[config.mk]
export PLATFORM = sky130hd
export DESIGN_NAME = render_cfg_top
export DESIGN_NICKNAME = d
export VERILOG_FILES = /design/src/common/render_cfg_pkg.sv /design/src/common/spi_cmd_pkg.sv /design/src/hw/cfg_stage_bank.sv /design/src/hw/render_cfg_top.sv /design/src/hw/spi_line_sync.sv /design/src/spi/spi_frame_ctrl.sv
export VERILOG_INCLUDE_DIRS = /design/src /design/src/common
export SDC_FILE = /design/constraint.sdc
export NUM_CORES = 1
export LEC_CHECK = 0
export ABC_AREA = 1
export ABC_CLOCK_PERIOD_IN_PS = 2700
export BUFFER_PORTS_ARGS = -buffer_cell sky130_fd_sc_hd__buf_2
export CAP_MARGIN = 10
export CELL_PAD_IN_SITES_DETAIL_PLACEMENT = 1
export CELL_PAD_IN_SITES_GLOBAL_PLACEMENT = 1
export CORE_UTILIZATION = 45
export DETAILED_ROUTE_END_ITERATION = 16
export PLACE_DENSITY_LB_ADDON = 0.1
export SLEW_MARGIN = 20
export SYNTH_ARGS = -nofsm -noshare
export SYNTH_HDL_FRONTEND = slang
export SYNTH_SLANG_ARGS = --single-unit
[constraint.sdc]
create_clock -name clk -period 2.7 [get_ports clk]
set_input_delay 0.27 -clock clk [delete_from_list [all_inputs] [get_ports clk]]
set_output_delay 0.27 -clock clk [all_outputs]
set_load 0.01 [all_outputs]
[src/common/raycast_defines.svh]
`ifndef RAYCAST_DEFINES_SVH
`define RAYCAST_DEFINES_SVH

// Every frame opens with a command of this many bits, sent MSB first.
`define RC_CMD_BITS 4

// The payload shift register is as wide as the longest payload (other-cell X and Y).
`define RC_BUF_BITS 12

// Payload lengths per command.
// They are sized to the 7-bit frame bit counter so the end-of-frame compare is exact.
`define RC_LEN_SKY     7'd6   // Sky colour, RRGGBB.
`define RC_LEN_FLOOR   7'd6   // Floor colour, RRGGBB.
`define RC_LEN_LEAK    7'd6   // Floor leak in texels.
`define RC_LEN_OTHER   7'd12  // Other-cell X in the upper half, Y in the lower half.
`define RC_LEN_VSHIFT  7'd6   // Texture V shift.
`define RC_LEN_VINF    7'd1   // Infinite-V flag.

// Codes 6 to 15 still clock in one payload bit before the frame closes.
`define RC_LEN_UNKNOWN 7'd1

// Colours loaded at reset, two bits each of R, G and B.
`define RC_SKY_RESET   6'b010101
`define RC_FLOOR_RESET 6'b101010

`endif // RAYCAST_DEFINES_SVH

[src/common/render_cfg_pkg.sv]
// Types that describe the live render configuration seen by the raycaster.
package render_cfg_pkg;

  // A colour with two bits each of R, G and B, laid out as RRGGBB.
  typedef logic [5:0] rgb_t;

  // A 6-bit quantity in texels, or a shift amount.
  typedef logic [5:0] six_t;

  // A map cell position.
  // The layout matches the other-cell payload, x in bits 11:6 and y in bits 5:0.
  typedef struct packed {
    six_t x;  // Map column.
    six_t y;  // Map row.
  } cell_pos_t;

  // Everything the host can set over SPI.
  // Fields only change at vertical blank, so the renderer sees one
  // consistent set for a whole frame.
  typedef struct packed {
    rgb_t      sky;     // Colour drawn above the walls.
    rgb_t      floor;   // Colour drawn below the walls.
    six_t      leak;    // How far the floor leaks up into the wall texture.
    cell_pos_t other;   // The one map cell that uses the alternate wall.
    six_t      vshift;  // Added to texture V.
    logic      vinf;    // Walls repeat V without limit when set.
  } render_cfg_t;

endpackage

[src/common/spi_cmd_pkg.sv]
`include "raycast_defines.svh"

// Types that describe the SPI frame as it arrives from the host.
package spi_cmd_pkg;

  // Raw command field, as shifted in from the wire.
  typedef logic [`RC_CMD_BITS-1:0] cmd_t;

  // Commands the renderer understands.
  // Any other code is accepted on the wire but has no effect.
  typedef enum cmd_t {
    CMD_SKY    = 4'd0,  // Sky colour.
    CMD_FLOOR  = 4'd1,  // Floor colour.
    CMD_LEAK   = 4'd2,  // Floor leak.
    CMD_OTHER  = 4'd3,  // Other-cell position.
    CMD_VSHIFT = 4'd4,  // Texture V shift.
    CMD_VINF   = 4'd5   // Infinite-V flag.
  } cmd_e;

  // One received frame.
  // The payload is right-aligned, so a short payload sits in the low bits
  // and whatever lies above it is left over from earlier frames.
  typedef struct packed {
    cmd_t                    cmd;      // Command code.
    logic [`RC_BUF_BITS-1:0] payload;  // Last payload bits shifted in, LSB is the final bit.
  } spi_frame_t;

endpackage

[src/hw/cfg_stage_bank.sv]
`timescale 1ns/100ps
`include "raycast_defines.svh"

// Holds received values as pending and makes them live on load_new.
// Each field has its own pending flag, so only the fields the host actually
// wrote since the last vertical blank get replaced.
module cfg_stage_bank (
  input  logic                         clk,
  input  logic                         reset,
  input  logic                         frame_done,  // A complete frame is on frame.
  input  logic                         load_new,    // Vertical blank, commit pending values.
  input  spi_cmd_pkg::spi_frame_t      frame,       // Command and right-aligned payload.
  output render_cfg_pkg::render_cfg_t  cfg          // Live configuration for the renderer.
);

  render_cfg_pkg::render_cfg_t pend;  // Pending values, same layout as cfg.

  // Pending flags, one per field.
  logic pend_sky;
  logic pend_floor;
  logic pend_leak;
  logic pend_other;
  logic pend_vshift;
  logic pend_vinf;

  // Write strobes decoded from the finished frame.
  // Codes 6 to 15 match none of them and so leave everything alone.
  logic wr_sky;
  logic wr_floor;
  logic wr_leak;
  logic wr_other;
  logic wr_vshift;
  logic wr_vinf;

  assign wr_sky    = frame_done && (frame.cmd == spi_cmd_pkg::CMD_SKY);
  assign wr_floor  = frame_done && (frame.cmd == spi_cmd_pkg::CMD_FLOOR);
  assign wr_leak   = frame_done && (frame.cmd == spi_cmd_pkg::CMD_LEAK);
  assign wr_other  = frame_done && (frame.cmd == spi_cmd_pkg::CMD_OTHER);
  assign wr_vshift = frame_done && (frame.cmd == spi_cmd_pkg::CMD_VSHIFT);
  assign wr_vinf   = frame_done && (frame.cmd == spi_cmd_pkg::CMD_VINF);

  // Pending values take the low bits of the payload.
  // A repeat write before load_new simply overwrites the older value.
  always_ff @(posedge clk) begin
    if (wr_sky)    pend.sky    <= frame.payload[5:0];
    if (wr_floor)  pend.floor  <= frame.payload[5:0];
    if (wr_leak)   pend.leak   <= frame.payload[5:0];
    if (wr_other)  pend.other  <= frame.payload;       // X in 11:6, Y in 5:0.
    if (wr_vshift) pend.vshift <= frame.payload[5:0];
    if (wr_vinf)   pend.vinf   <= frame.payload[0];
  end

  // Flags and live values.
  // The clear on load_new comes first and a same-cycle write sets the flag
  // again, so a value arriving right at the commit waits for the next blank.
  // The commit itself reads pend before this edge, which is the older value.
  always_ff @(posedge clk) begin
    if (!reset) begin
      cfg.sky     <= `RC_SKY_RESET;
      cfg.floor   <= `RC_FLOOR_RESET;
      cfg.leak    <= 6'd0;
      cfg.other   <= 12'd0;
      cfg.vshift  <= 6'd0;
      cfg.vinf    <= 1'b0;
      pend_sky    <= 1'b0;
      pend_floor  <= 1'b0;
      pend_leak   <= 1'b0;
      pend_other  <= 1'b0;
      pend_vshift <= 1'b0;
      pend_vinf   <= 1'b0;
    end else begin
      if (load_new) begin
        if (pend_sky) begin
          cfg.sky  <= pend.sky;
          pend_sky <= 1'b0;
        end
        if (pend_floor) begin
          cfg.floor  <= pend.floor;
          pend_floor <= 1'b0;
        end
        if (pend_leak) begin
          cfg.leak  <= pend.leak;
          pend_leak <= 1'b0;
        end
        if (pend_other) begin
          cfg.other  <= pend.other;
          pend_other <= 1'b0;
        end
        if (pend_vshift) begin
          cfg.vshift  <= pend.vshift;
          pend_vshift <= 1'b0;
        end
        if (pend_vinf) begin
          cfg.vinf  <= pend.vinf;
          pend_vinf <= 1'b0;
        end
      end
      if (wr_sky)    pend_sky    <= 1'b1;
      if (wr_floor)  pend_floor  <= 1'b1;
      if (wr_leak)   pend_leak   <= 1'b1;
      if (wr_other)  pend_other  <= 1'b1;
      if (wr_vshift) pend_vshift <= 1'b1;
      if (wr_vinf)   pend_vinf   <= 1'b1;
    end
  end

endmodule

[src/hw/render_cfg_top.sv]
`timescale 1ns/100ps

// Host configuration path of the raycasting renderer.
// SPI pins come in raw, the render configuration goes out, and new values
// only show up on cfg one cycle after the renderer pulses load_new.
module render_cfg_top (
  input  logic                        clk,
  input  logic                        reset,
  input  logic                        sclk,      // SPI clock, host driven.
  input  logic                        ss_n,      // SPI select, active low.
  input  logic                        mosi,      // SPI data in.
  input  logic                        load_new,  // Pulsed by the renderer at vertical blank.
  output render_cfg_pkg::render_cfg_t cfg        // Live configuration.
);

  logic                    sclk_rise;   // SCLK rising edge in clk domain.
  logic                    ss_active;   // Select asserted, synchronized.
  logic                    mosi_s;      // Data, synchronized.
  logic                    frame_done;  // A frame has just completed.
  spi_cmd_pkg::spi_frame_t frame;       // The completed frame.

  // Three clk stages on SCLK before an edge is seen.
  spi_line_sync sync_i (
    .clk       (clk),
    .reset     (reset),
    .sclk      (sclk),
    .ss_n      (ss_n),
    .mosi      (mosi),
    .sclk_rise (sclk_rise),
    .ss_active (ss_active),
    .mosi_s    (mosi_s)
  );

  spi_frame_ctrl ctrl_i (
    .clk        (clk),
    .reset      (reset),
    .sclk_rise  (sclk_rise),
    .ss_active  (ss_active),
    .mosi_s     (mosi_s),
    .frame_done (frame_done),
    .frame      (frame)
  );

  // The value is pending one cycle after frame_done.
  cfg_stage_bank bank_i (
    .clk        (clk),
    .reset      (reset),
    .frame_done (frame_done),
    .load_new   (load_new),
    .frame      (frame),
    .cfg        (cfg)
  );

endmodule

[src/hw/spi_line_sync.sv]
`timescale 1ns/100ps

// Brings the three SPI lines into the clk domain.
// SCLK gets a third stage so its rising edge can be found from stages 2 and 3.
module spi_line_sync (
  input  logic clk,
  input  logic reset,
  input  logic sclk,       // Raw SPI clock from the host.
  input  logic ss_n,       // Raw select, low while a transfer is open.
  input  logic mosi,       // Raw data from the host.
  output logic sclk_rise,  // One-cycle pulse per SCLK rising edge.
  output logic ss_active,  // High while select is asserted.
  output logic mosi_s      // Data line, safe to sample on sclk_rise.
);

  logic [2:0] sclk_sh;  // Bit 0 is the newest sample.
  logic [1:0] ss_sh;
  logic [1:0] mosi_sh;

  always_ff @(posedge clk) begin
    if (!reset) begin
      sclk_sh <= 3'b000;
      ss_sh   <= 2'b11;   // Select reads as inactive out of reset.
      mosi_sh <= 2'b00;
    end else begin
      sclk_sh <= {sclk_sh[1:0], sclk};
      ss_sh   <= {ss_sh[0], ss_n};
      mosi_sh <= {mosi_sh[0], mosi};
    end
  end

  // Stage 3 still low while stage 2 is already high marks a fresh rising edge.
  assign sclk_rise = (sclk_sh[2:1] == 2'b01);

  // Select only matters as a level, two stages are enough.
  assign ss_active = ~ss_sh[1];

  // The host holds MOSI for several clk cycles around the edge.
  // By the time sclk_rise fires this stage has long settled.
  assign mosi_s = mosi_sh[1];

endmodule

[src/spi/spi_frame_ctrl.sv]
`timescale 1ns/100ps
`include "raycast_defines.svh"

// Frame control for the configuration SPI port.
// Counts bits inside a select period, shifts the command and then the payload,
// and raises frame_done once the last payload bit is in.
module spi_frame_ctrl (
  input  logic                    clk,
  input  logic                    reset,
  input  logic                    sclk_rise,   // One pulse per SCLK rising edge.
  input  logic                    ss_active,   // Select level, already synchronized.
  input  logic                    mosi_s,      // Data bit, already synchronized.
  output logic                    frame_done,  // One-cycle pulse after the last bit.
  output spi_cmd_pkg::spi_frame_t frame        // Held until the next frame's bits arrive.
);

  logic [6:0] bit_cnt;   // Position in the current frame, 0 is the command MSB.
  logic [6:0] pay_len;   // Payload length for the command received so far.
  logic [6:0] last_bit;  // Value of bit_cnt at the final payload bit.
  logic       in_cmd;    // Still receiving command bits.
  logic       frame_end; // The bit now arriving closes the frame.
  logic       bit_in;    // A data bit is being clocked in this cycle.

  // Look up the payload length.
  // While the command is still shifting this result is meaningless, but
  // frame_end is only consulted once all command bits are in.
  always_comb begin
    case (frame.cmd)
      spi_cmd_pkg::CMD_SKY:    pay_len = `RC_LEN_SKY;
      spi_cmd_pkg::CMD_FLOOR:  pay_len = `RC_LEN_FLOOR;
      spi_cmd_pkg::CMD_LEAK:   pay_len = `RC_LEN_LEAK;
      spi_cmd_pkg::CMD_OTHER:  pay_len = `RC_LEN_OTHER;
      spi_cmd_pkg::CMD_VSHIFT: pay_len = `RC_LEN_VSHIFT;
      spi_cmd_pkg::CMD_VINF:   pay_len = `RC_LEN_VINF;
      default:                 pay_len = `RC_LEN_UNKNOWN;  // Codes 6 to 15.
    endcase
  end

  assign last_bit  = 7'(`RC_CMD_BITS) + pay_len - 7'd1;
  assign in_cmd    = (bit_cnt < 7'(`RC_CMD_BITS));
  assign frame_end = !in_cmd && (bit_cnt == last_bit);
  assign bit_in    = ss_active && sclk_rise;

  // Bit counter.
  // Dropping select clears it at any point, which throws away a partial frame.
  // Wrapping to zero at the end lets the host send back-to-back frames.
  always_ff @(posedge clk) begin
    if (!reset || !ss_active) begin
      bit_cnt <= 7'd0;
    end else if (sclk_rise) begin
      bit_cnt <= frame_end ? 7'd0 : bit_cnt + 7'd1;
    end
  end

  // Command and payload shift registers, MSB first.
  // The payload only shifts once the command is complete, so a short payload
  // ends up right-aligned in the low bits.
  always_ff @(posedge clk) begin
    if (bit_in) begin
      if (in_cmd) begin
        frame.cmd <= {frame.cmd[`RC_CMD_BITS-2:0], mosi_s};
      end else begin
        frame.payload <= {frame.payload[`RC_BUF_BITS-2:0], mosi_s};
      end
    end
  end

  // Completion pulse, one cycle after the last bit was taken.
  // The next SCLK edge is several cycles away, so frame is stable while this is high.
  always_ff @(posedge clk) begin
    if (!reset) begin
      frame_done <= 1'b0;
    end else begin
      frame_done <= bit_in && frame_end;
    end
  end

endmodule

# Word level (Yosys, flattened, before mapping)
# Index checks and enable logic that the tools add are counted.
[op_classes]
multipliers = 0
n_mux = 9
n_addsub = 3
eq_ne = 7
div = 0
n_bitwise = 2
n_lt_le_gt_ge = 1
reduce_logical = 28
shift = 0
[ops]
columns = ["op", "count"]
rows = [
  ["$reduce_and 2->1", 8],
  ["$reduce_bool 2->1", 6],
  ["$logic_and 1x1->1", 9],
  ["$eq 4x2->1 const B", 2],
  ["$eq 4x3->1 const B", 2],
  ["$pmux 4 s2", 1],
  ["$add 7x1->7 const B", 1],
  ["$eq 7x7->1", 1],
  ["$lt 7x3->1 const B", 1],
  ["$mux 1", 7],
  ["$mux 7", 1],
  ["$sub 7x1->7 const B", 1],
  ["$add 3x4->5 const A", 1],
  ["$eq 4x1->1 const B", 1],
  ["$logic_not 4->1", 1],
  ["$reduce_or 4->1", 1],
  ["$eq 2x1->1 const B", 1],
  ["$logic_not 1->1", 2],
  ["$not 1->1", 2],
  ["$logic_or 1x1->1", 1],
]
[totals]
output_inout_bits = 37
mem_count = 0
wordCells = 77
ram_bits = 0
input_bits = 6
register_bits = 111
romBits = 0
latchBits = 0

# Depth between registers and ports, before layout
[logic_depth]
depth_word = 8
depth_mapped = 14
ltp_nobuf = 14

# By module
# From an unflattened synthesis, not the netlist that was laid out.
[hier_totals]
cells_unflattened = 369
hier_area_um2 = 3915.0
[modules_own_cells]
columns = ["mod", "cells_each", "seq_area_each_um2", "area_each_um2", "instances"]
rows = [
  ["cfg_stage_bank", 244, 1971.9, 2667.6, 1],
  ["spi_frame_ctrl", 101, 640.6, 1043.5, 1],
  ["spi_line_sync", 24, 140.1, 203.9, 1],
]

# Worst setup path after synthesis
# Ideal clock, no wire load.
[synth_timing]
kind = "reg-to-reg"
startpoint = "register ctrl_i.frame[15] (netlist name)"
endpoint = "register ctrl_i.bit_cnt[1]"
arrival_time_ps = 1528
path_slack_ps = 1055
stages_incl_launch_ff = 12
n_path_buf = 0
setup_ps = 117
cell_sequence = "edfxtp_1 -> nor2_1 -> nand2_1 -> nand2_1 -> inv_1 -> ha_1 -> nand2_1 -> nand3_1 -> nor2_1 -> nand4_1 -> nand2_1 -> nor2_1"
[synth_via]
elab_chain_cells = 8
[synth_lines]
columns = ["element", "line", "rtl"]
rows = [
  ["$eq 4x3->1 (tied with other cells)", "spi_frame_ctrl.sv:28", "case (frame.cmd)"],
  ["$reduce_or 4->1 (no line)", "n/a", ""],
  ["$pmux 4 s2 *", "spi_frame_ctrl.sv:28", ""],
  ["$add 3x4->5 *", "spi_frame_ctrl.sv:39", "assign last_bit = 7'(`RC_CMD_BITS) + pay_len - 7'd1;"],
  ["$sub 7x1->7 *", "spi_frame_ctrl.sv:39", ""],
  ["$eq 7x7->1 *", "spi_frame_ctrl.sv:41", "assign frame_end = !in_cmd && (bit_cnt == last_bit);"],
  ["$logic_and 1x1->1 *", "spi_frame_ctrl.sv:41", ""],
  ["$mux 7 *", "spi_frame_ctrl.sv:51", "bit_cnt <= frame_end ? 7'd0 : bit_cnt + 7'd1;"],
  ["to (signal assigned)", "spi_frame_ctrl.sv:51", ""],
  ["to (decl)", "spi_frame_ctrl.sv:17", "logic [6:0] bit_cnt;"],
]
# Every way passes the cells marked *; elsewhere a longest branch is shown, timed or not.
# A chain may end at the register's enable or synchronous reset.

# Worst setup path in the final report
[layout_timing]
startpoint = "register ctrl_i.frame[15] (netlist name)"
endpoint = "register ctrl_i.bit_cnt[0]"
[layout_via]
elab_chain_cells = 8
[layout_lines]
columns = ["element", "line"]
rows = [
  ["$eq 4x3->1 (tied with other cells)", "spi_frame_ctrl.sv:28"],
  ["$reduce_or 4->1 (no line)", "n/a"],
  ["$pmux 4 s2 *", "spi_frame_ctrl.sv:28"],
  ["$add 3x4->5 *", "spi_frame_ctrl.sv:39"],
  ["$sub 7x1->7 *", "spi_frame_ctrl.sv:39"],
  ["$eq 7x7->1 *", "spi_frame_ctrl.sv:41"],
  ["$logic_and 1x1->1 *", "spi_frame_ctrl.sv:41"],
  ["$mux 7 *", "spi_frame_ctrl.sv:51"],
]
# Marked as above.

==> flow_summary.toml <==
[run_status]
status = "finished clean"

[worst_setup_path]
path_cells = "nor2_1 -> nand2_1 -> nand2_1 -> inv_1 -> ha_1 -> inv_1 -> nand2_1 -> nand3_1 -> nor2_1 -> nand4_1 -> nand2_1 -> nor2_1"
path_common_cell = "nand2_1"
worst-path-buf-inv = 2
required_ns = 2.96
worst_path_max_delay_cell = "edfxtp_1"
max_stage_delay_ns = 0.44
startpoint = "ctrl_i.frame[15]"
rr_startpoint = "ctrl_i.frame[15]"
cp-start-kind = "flip-flop"
critPathTopFamily = "simple AND/OR/NAND/NOR gates"
cp_max_fo = 4
worstPathArrival_ns = 2.13
crit_type = "flip-flop to flip-flop"
critical_path.endpoint_type = "flip-flop"

[timing]
whs_ns = 0.08813
slew_headroom = 0.6013
rsz0062_at_grt = "no"
fin_crit_ns = 1.878
fin_tns_setup_ns = 0
tightest_slew_ns = 0.5959
finClkSkew_ns = 0.01148
slew_viol_final = 0
setup_ws_ns = 0.8219
period_share = 0.6956
hold_viol = 0
max_freq_mhz = 532.4
setup_violations = 0

[synthesis]
synth_fp_nets = 386
ys_types = 23
synth_compound_area_frac = 0.04973
synth_adder_area_share = 0.006376
syn_area_um2 = 3925
synth-async-reset-ratio = 0
synth_top_family_by_area = "simple AND/OR/NAND/NOR gates"
synth_cells = 378
synth-xor-area-share = 0.01116
ys_seq_elements = 111
yosys.area_share.simple = 0.1843
synth-edff-count = 53
syn_area_per_cell_um2 = 10.38
yosys_warnings = 0
yosysSeqAreaShare = 0.7013
synth.area.mux_share = 0
ys.flop_type = "dfxtp_1"

[cells_and_area]
fin_cells = 536
design_area_um2 = 4434
final_cell_mix = "nor2_1, dfxtp_1, nand2_1, edfxtp_1, buf_2"
layout_commonest_cell = "nor2_1"
insertedDiodeCount = 0
area_growth_pct = 12.97
final_nets = 434
final_util = 0.5317
drive_gt1_frac = 0.1647

[floorplan]
die_h_um = 95.40
die_x_um = 95.40
num_rows = 33
ioPinCount = 43
coreArea_um2 = 8341
start_util = 0.4706
die_area_um2 = 9100

[grt]
grt_pass1_wl_um = 11760
antenna_found_initial = 0
use_met3 = 0.02871
top_usage_layer = "met2"
grt_util_met1 = 0.2224
met2_usage = 0.2940
grt_max_degree = 42
grtUsageTotal = 0.1726
first_global_vias = 2536
gr-total-overflow = 0

[placement]
pre_cts_ws_ns = 0.8443
hpwlAfterDp_um = 5166
io_buffers = 42
gp_congestion = 0.8297
dp.cells = 520
placed_area_um2 = 4253

[hold_path]
hold_class = "input pin to flip-flop"
min_from = "sclk"

[cts]
ctsResizeCount = 0
cts-buffers-inserted = 9
cts_setup_buffers = 0
cts_max_level = 3
root_buffer = "clkbuf_8"
cts_tree = "built"
cts.sinks = 111
cts.clk_slew.worst_paths_ns = 0.10
cts_buffer_depth = 2
insertion_delay_ns = 0.36
holdBufCountCts = 0

[pwr]
vdd_drop_max_mv = 0.2698
p_leak_nw = 1.788
power_density_nw_per_um2 = 610.4
finalPower_mw = 2.707

[run]
drv_cap = 0

[route]
drt-total-wl_um = 7285
num_vias = 2592
routedWlPerCell_um = 13.59
initialDrtViolationCount = 76
drc = 0
drt_pre_antenna_iters = 4
avgViaCountPerCell = 4.836
ant_nets = 0
-- Yosys cell counts (3+ instances only) --
cell | count | area, um2
nor2_1 | 88 | 330.3
nand2_1 | 55 | 206.5
nand4_1 | 3 | 18.77
a21oi_1 | 8 | 40.04
dfxtp_1 | 58 | 1161
nand3_1 | 16 | 80.08
o21ai_0 | 31 | 155.2
inv_1 | 38 | 142.6
xor2_1 | 5 | 43.79
edfxtp_1 | 53 | 1592
clkbuf_1 | 4 | 15.01
-- layer usage --
| metal | up-vias | share of wire |
|---|---|---|
| met4 | 0 | 0.0089 |
| met1 | 1238 | 0.49 |
| met2 | 34 | 0.48 |
| met3 | 7 | 0.025 |
| met5 | - | 0 |
| li1 | 1313 | - |
-- tightest hold or removal path, cell delays in order --
cell and delay (ns):
buf_2 0.07, nand2_1 0.04, inv_1 0.04
-- sequential cells by signal (all words and copies together), names as in the netlist, 2 cells and up --
name,cells
bank_i.cfg,37
sync_i.sclk_sh,3
ctrl_i.bit_cnt,7
sync_i.ss_sh,2
sync_i.mosi_sh,2
ctrl_i.frame,16
bank_i.pend,37
-- area by class of cell --
cell class	count	area (um2)
multi-input cells	219	987.2
clock buffers	10	137.6
well taps	105	131.4
flip-flops and latches	111	2753
clock inverters	6	43.79
inverters	41	156.4
repair buffers	44	225.2
fillers	963	3906
-- kinds of logic after synthesis --
family	Yosys count
buf+inv	48
xor+xnor	5
flops	111
fa+ha+maj	2
compound gates	39
simple gates	173
-- path summary, 6_finish.rpt --
| check | end | slack (ns) | depth (start not counted) |
|---|---|---|---|
| setup / recovery | ctrl_i.bit_cnt[0] | 0.82 | 12 |
| hold / removal | sync_i.sclk_sh[0] | 0.09 | 3 |
| setup reg to reg | ctrl_i.bit_cnt[0] | 0.82 | 12 |
| hold reg to reg | sync_i.mosi_sh[1] | 0.43 | 2 |
-- power by group --
| group | total, mW | internal, mW | switching, mW |
|---|---|---|---|
| clock | 0.911 | 0.365 | 0.547 |
| sequential | 1.75 | 1.75 | 0.00251 |
| combinational | 0.0428 | 0.0129 | 0.0299 |
| total | 2.71 | 2.13 | 0.579 |
Note: power is estimated with default switching activity, not from simulation.
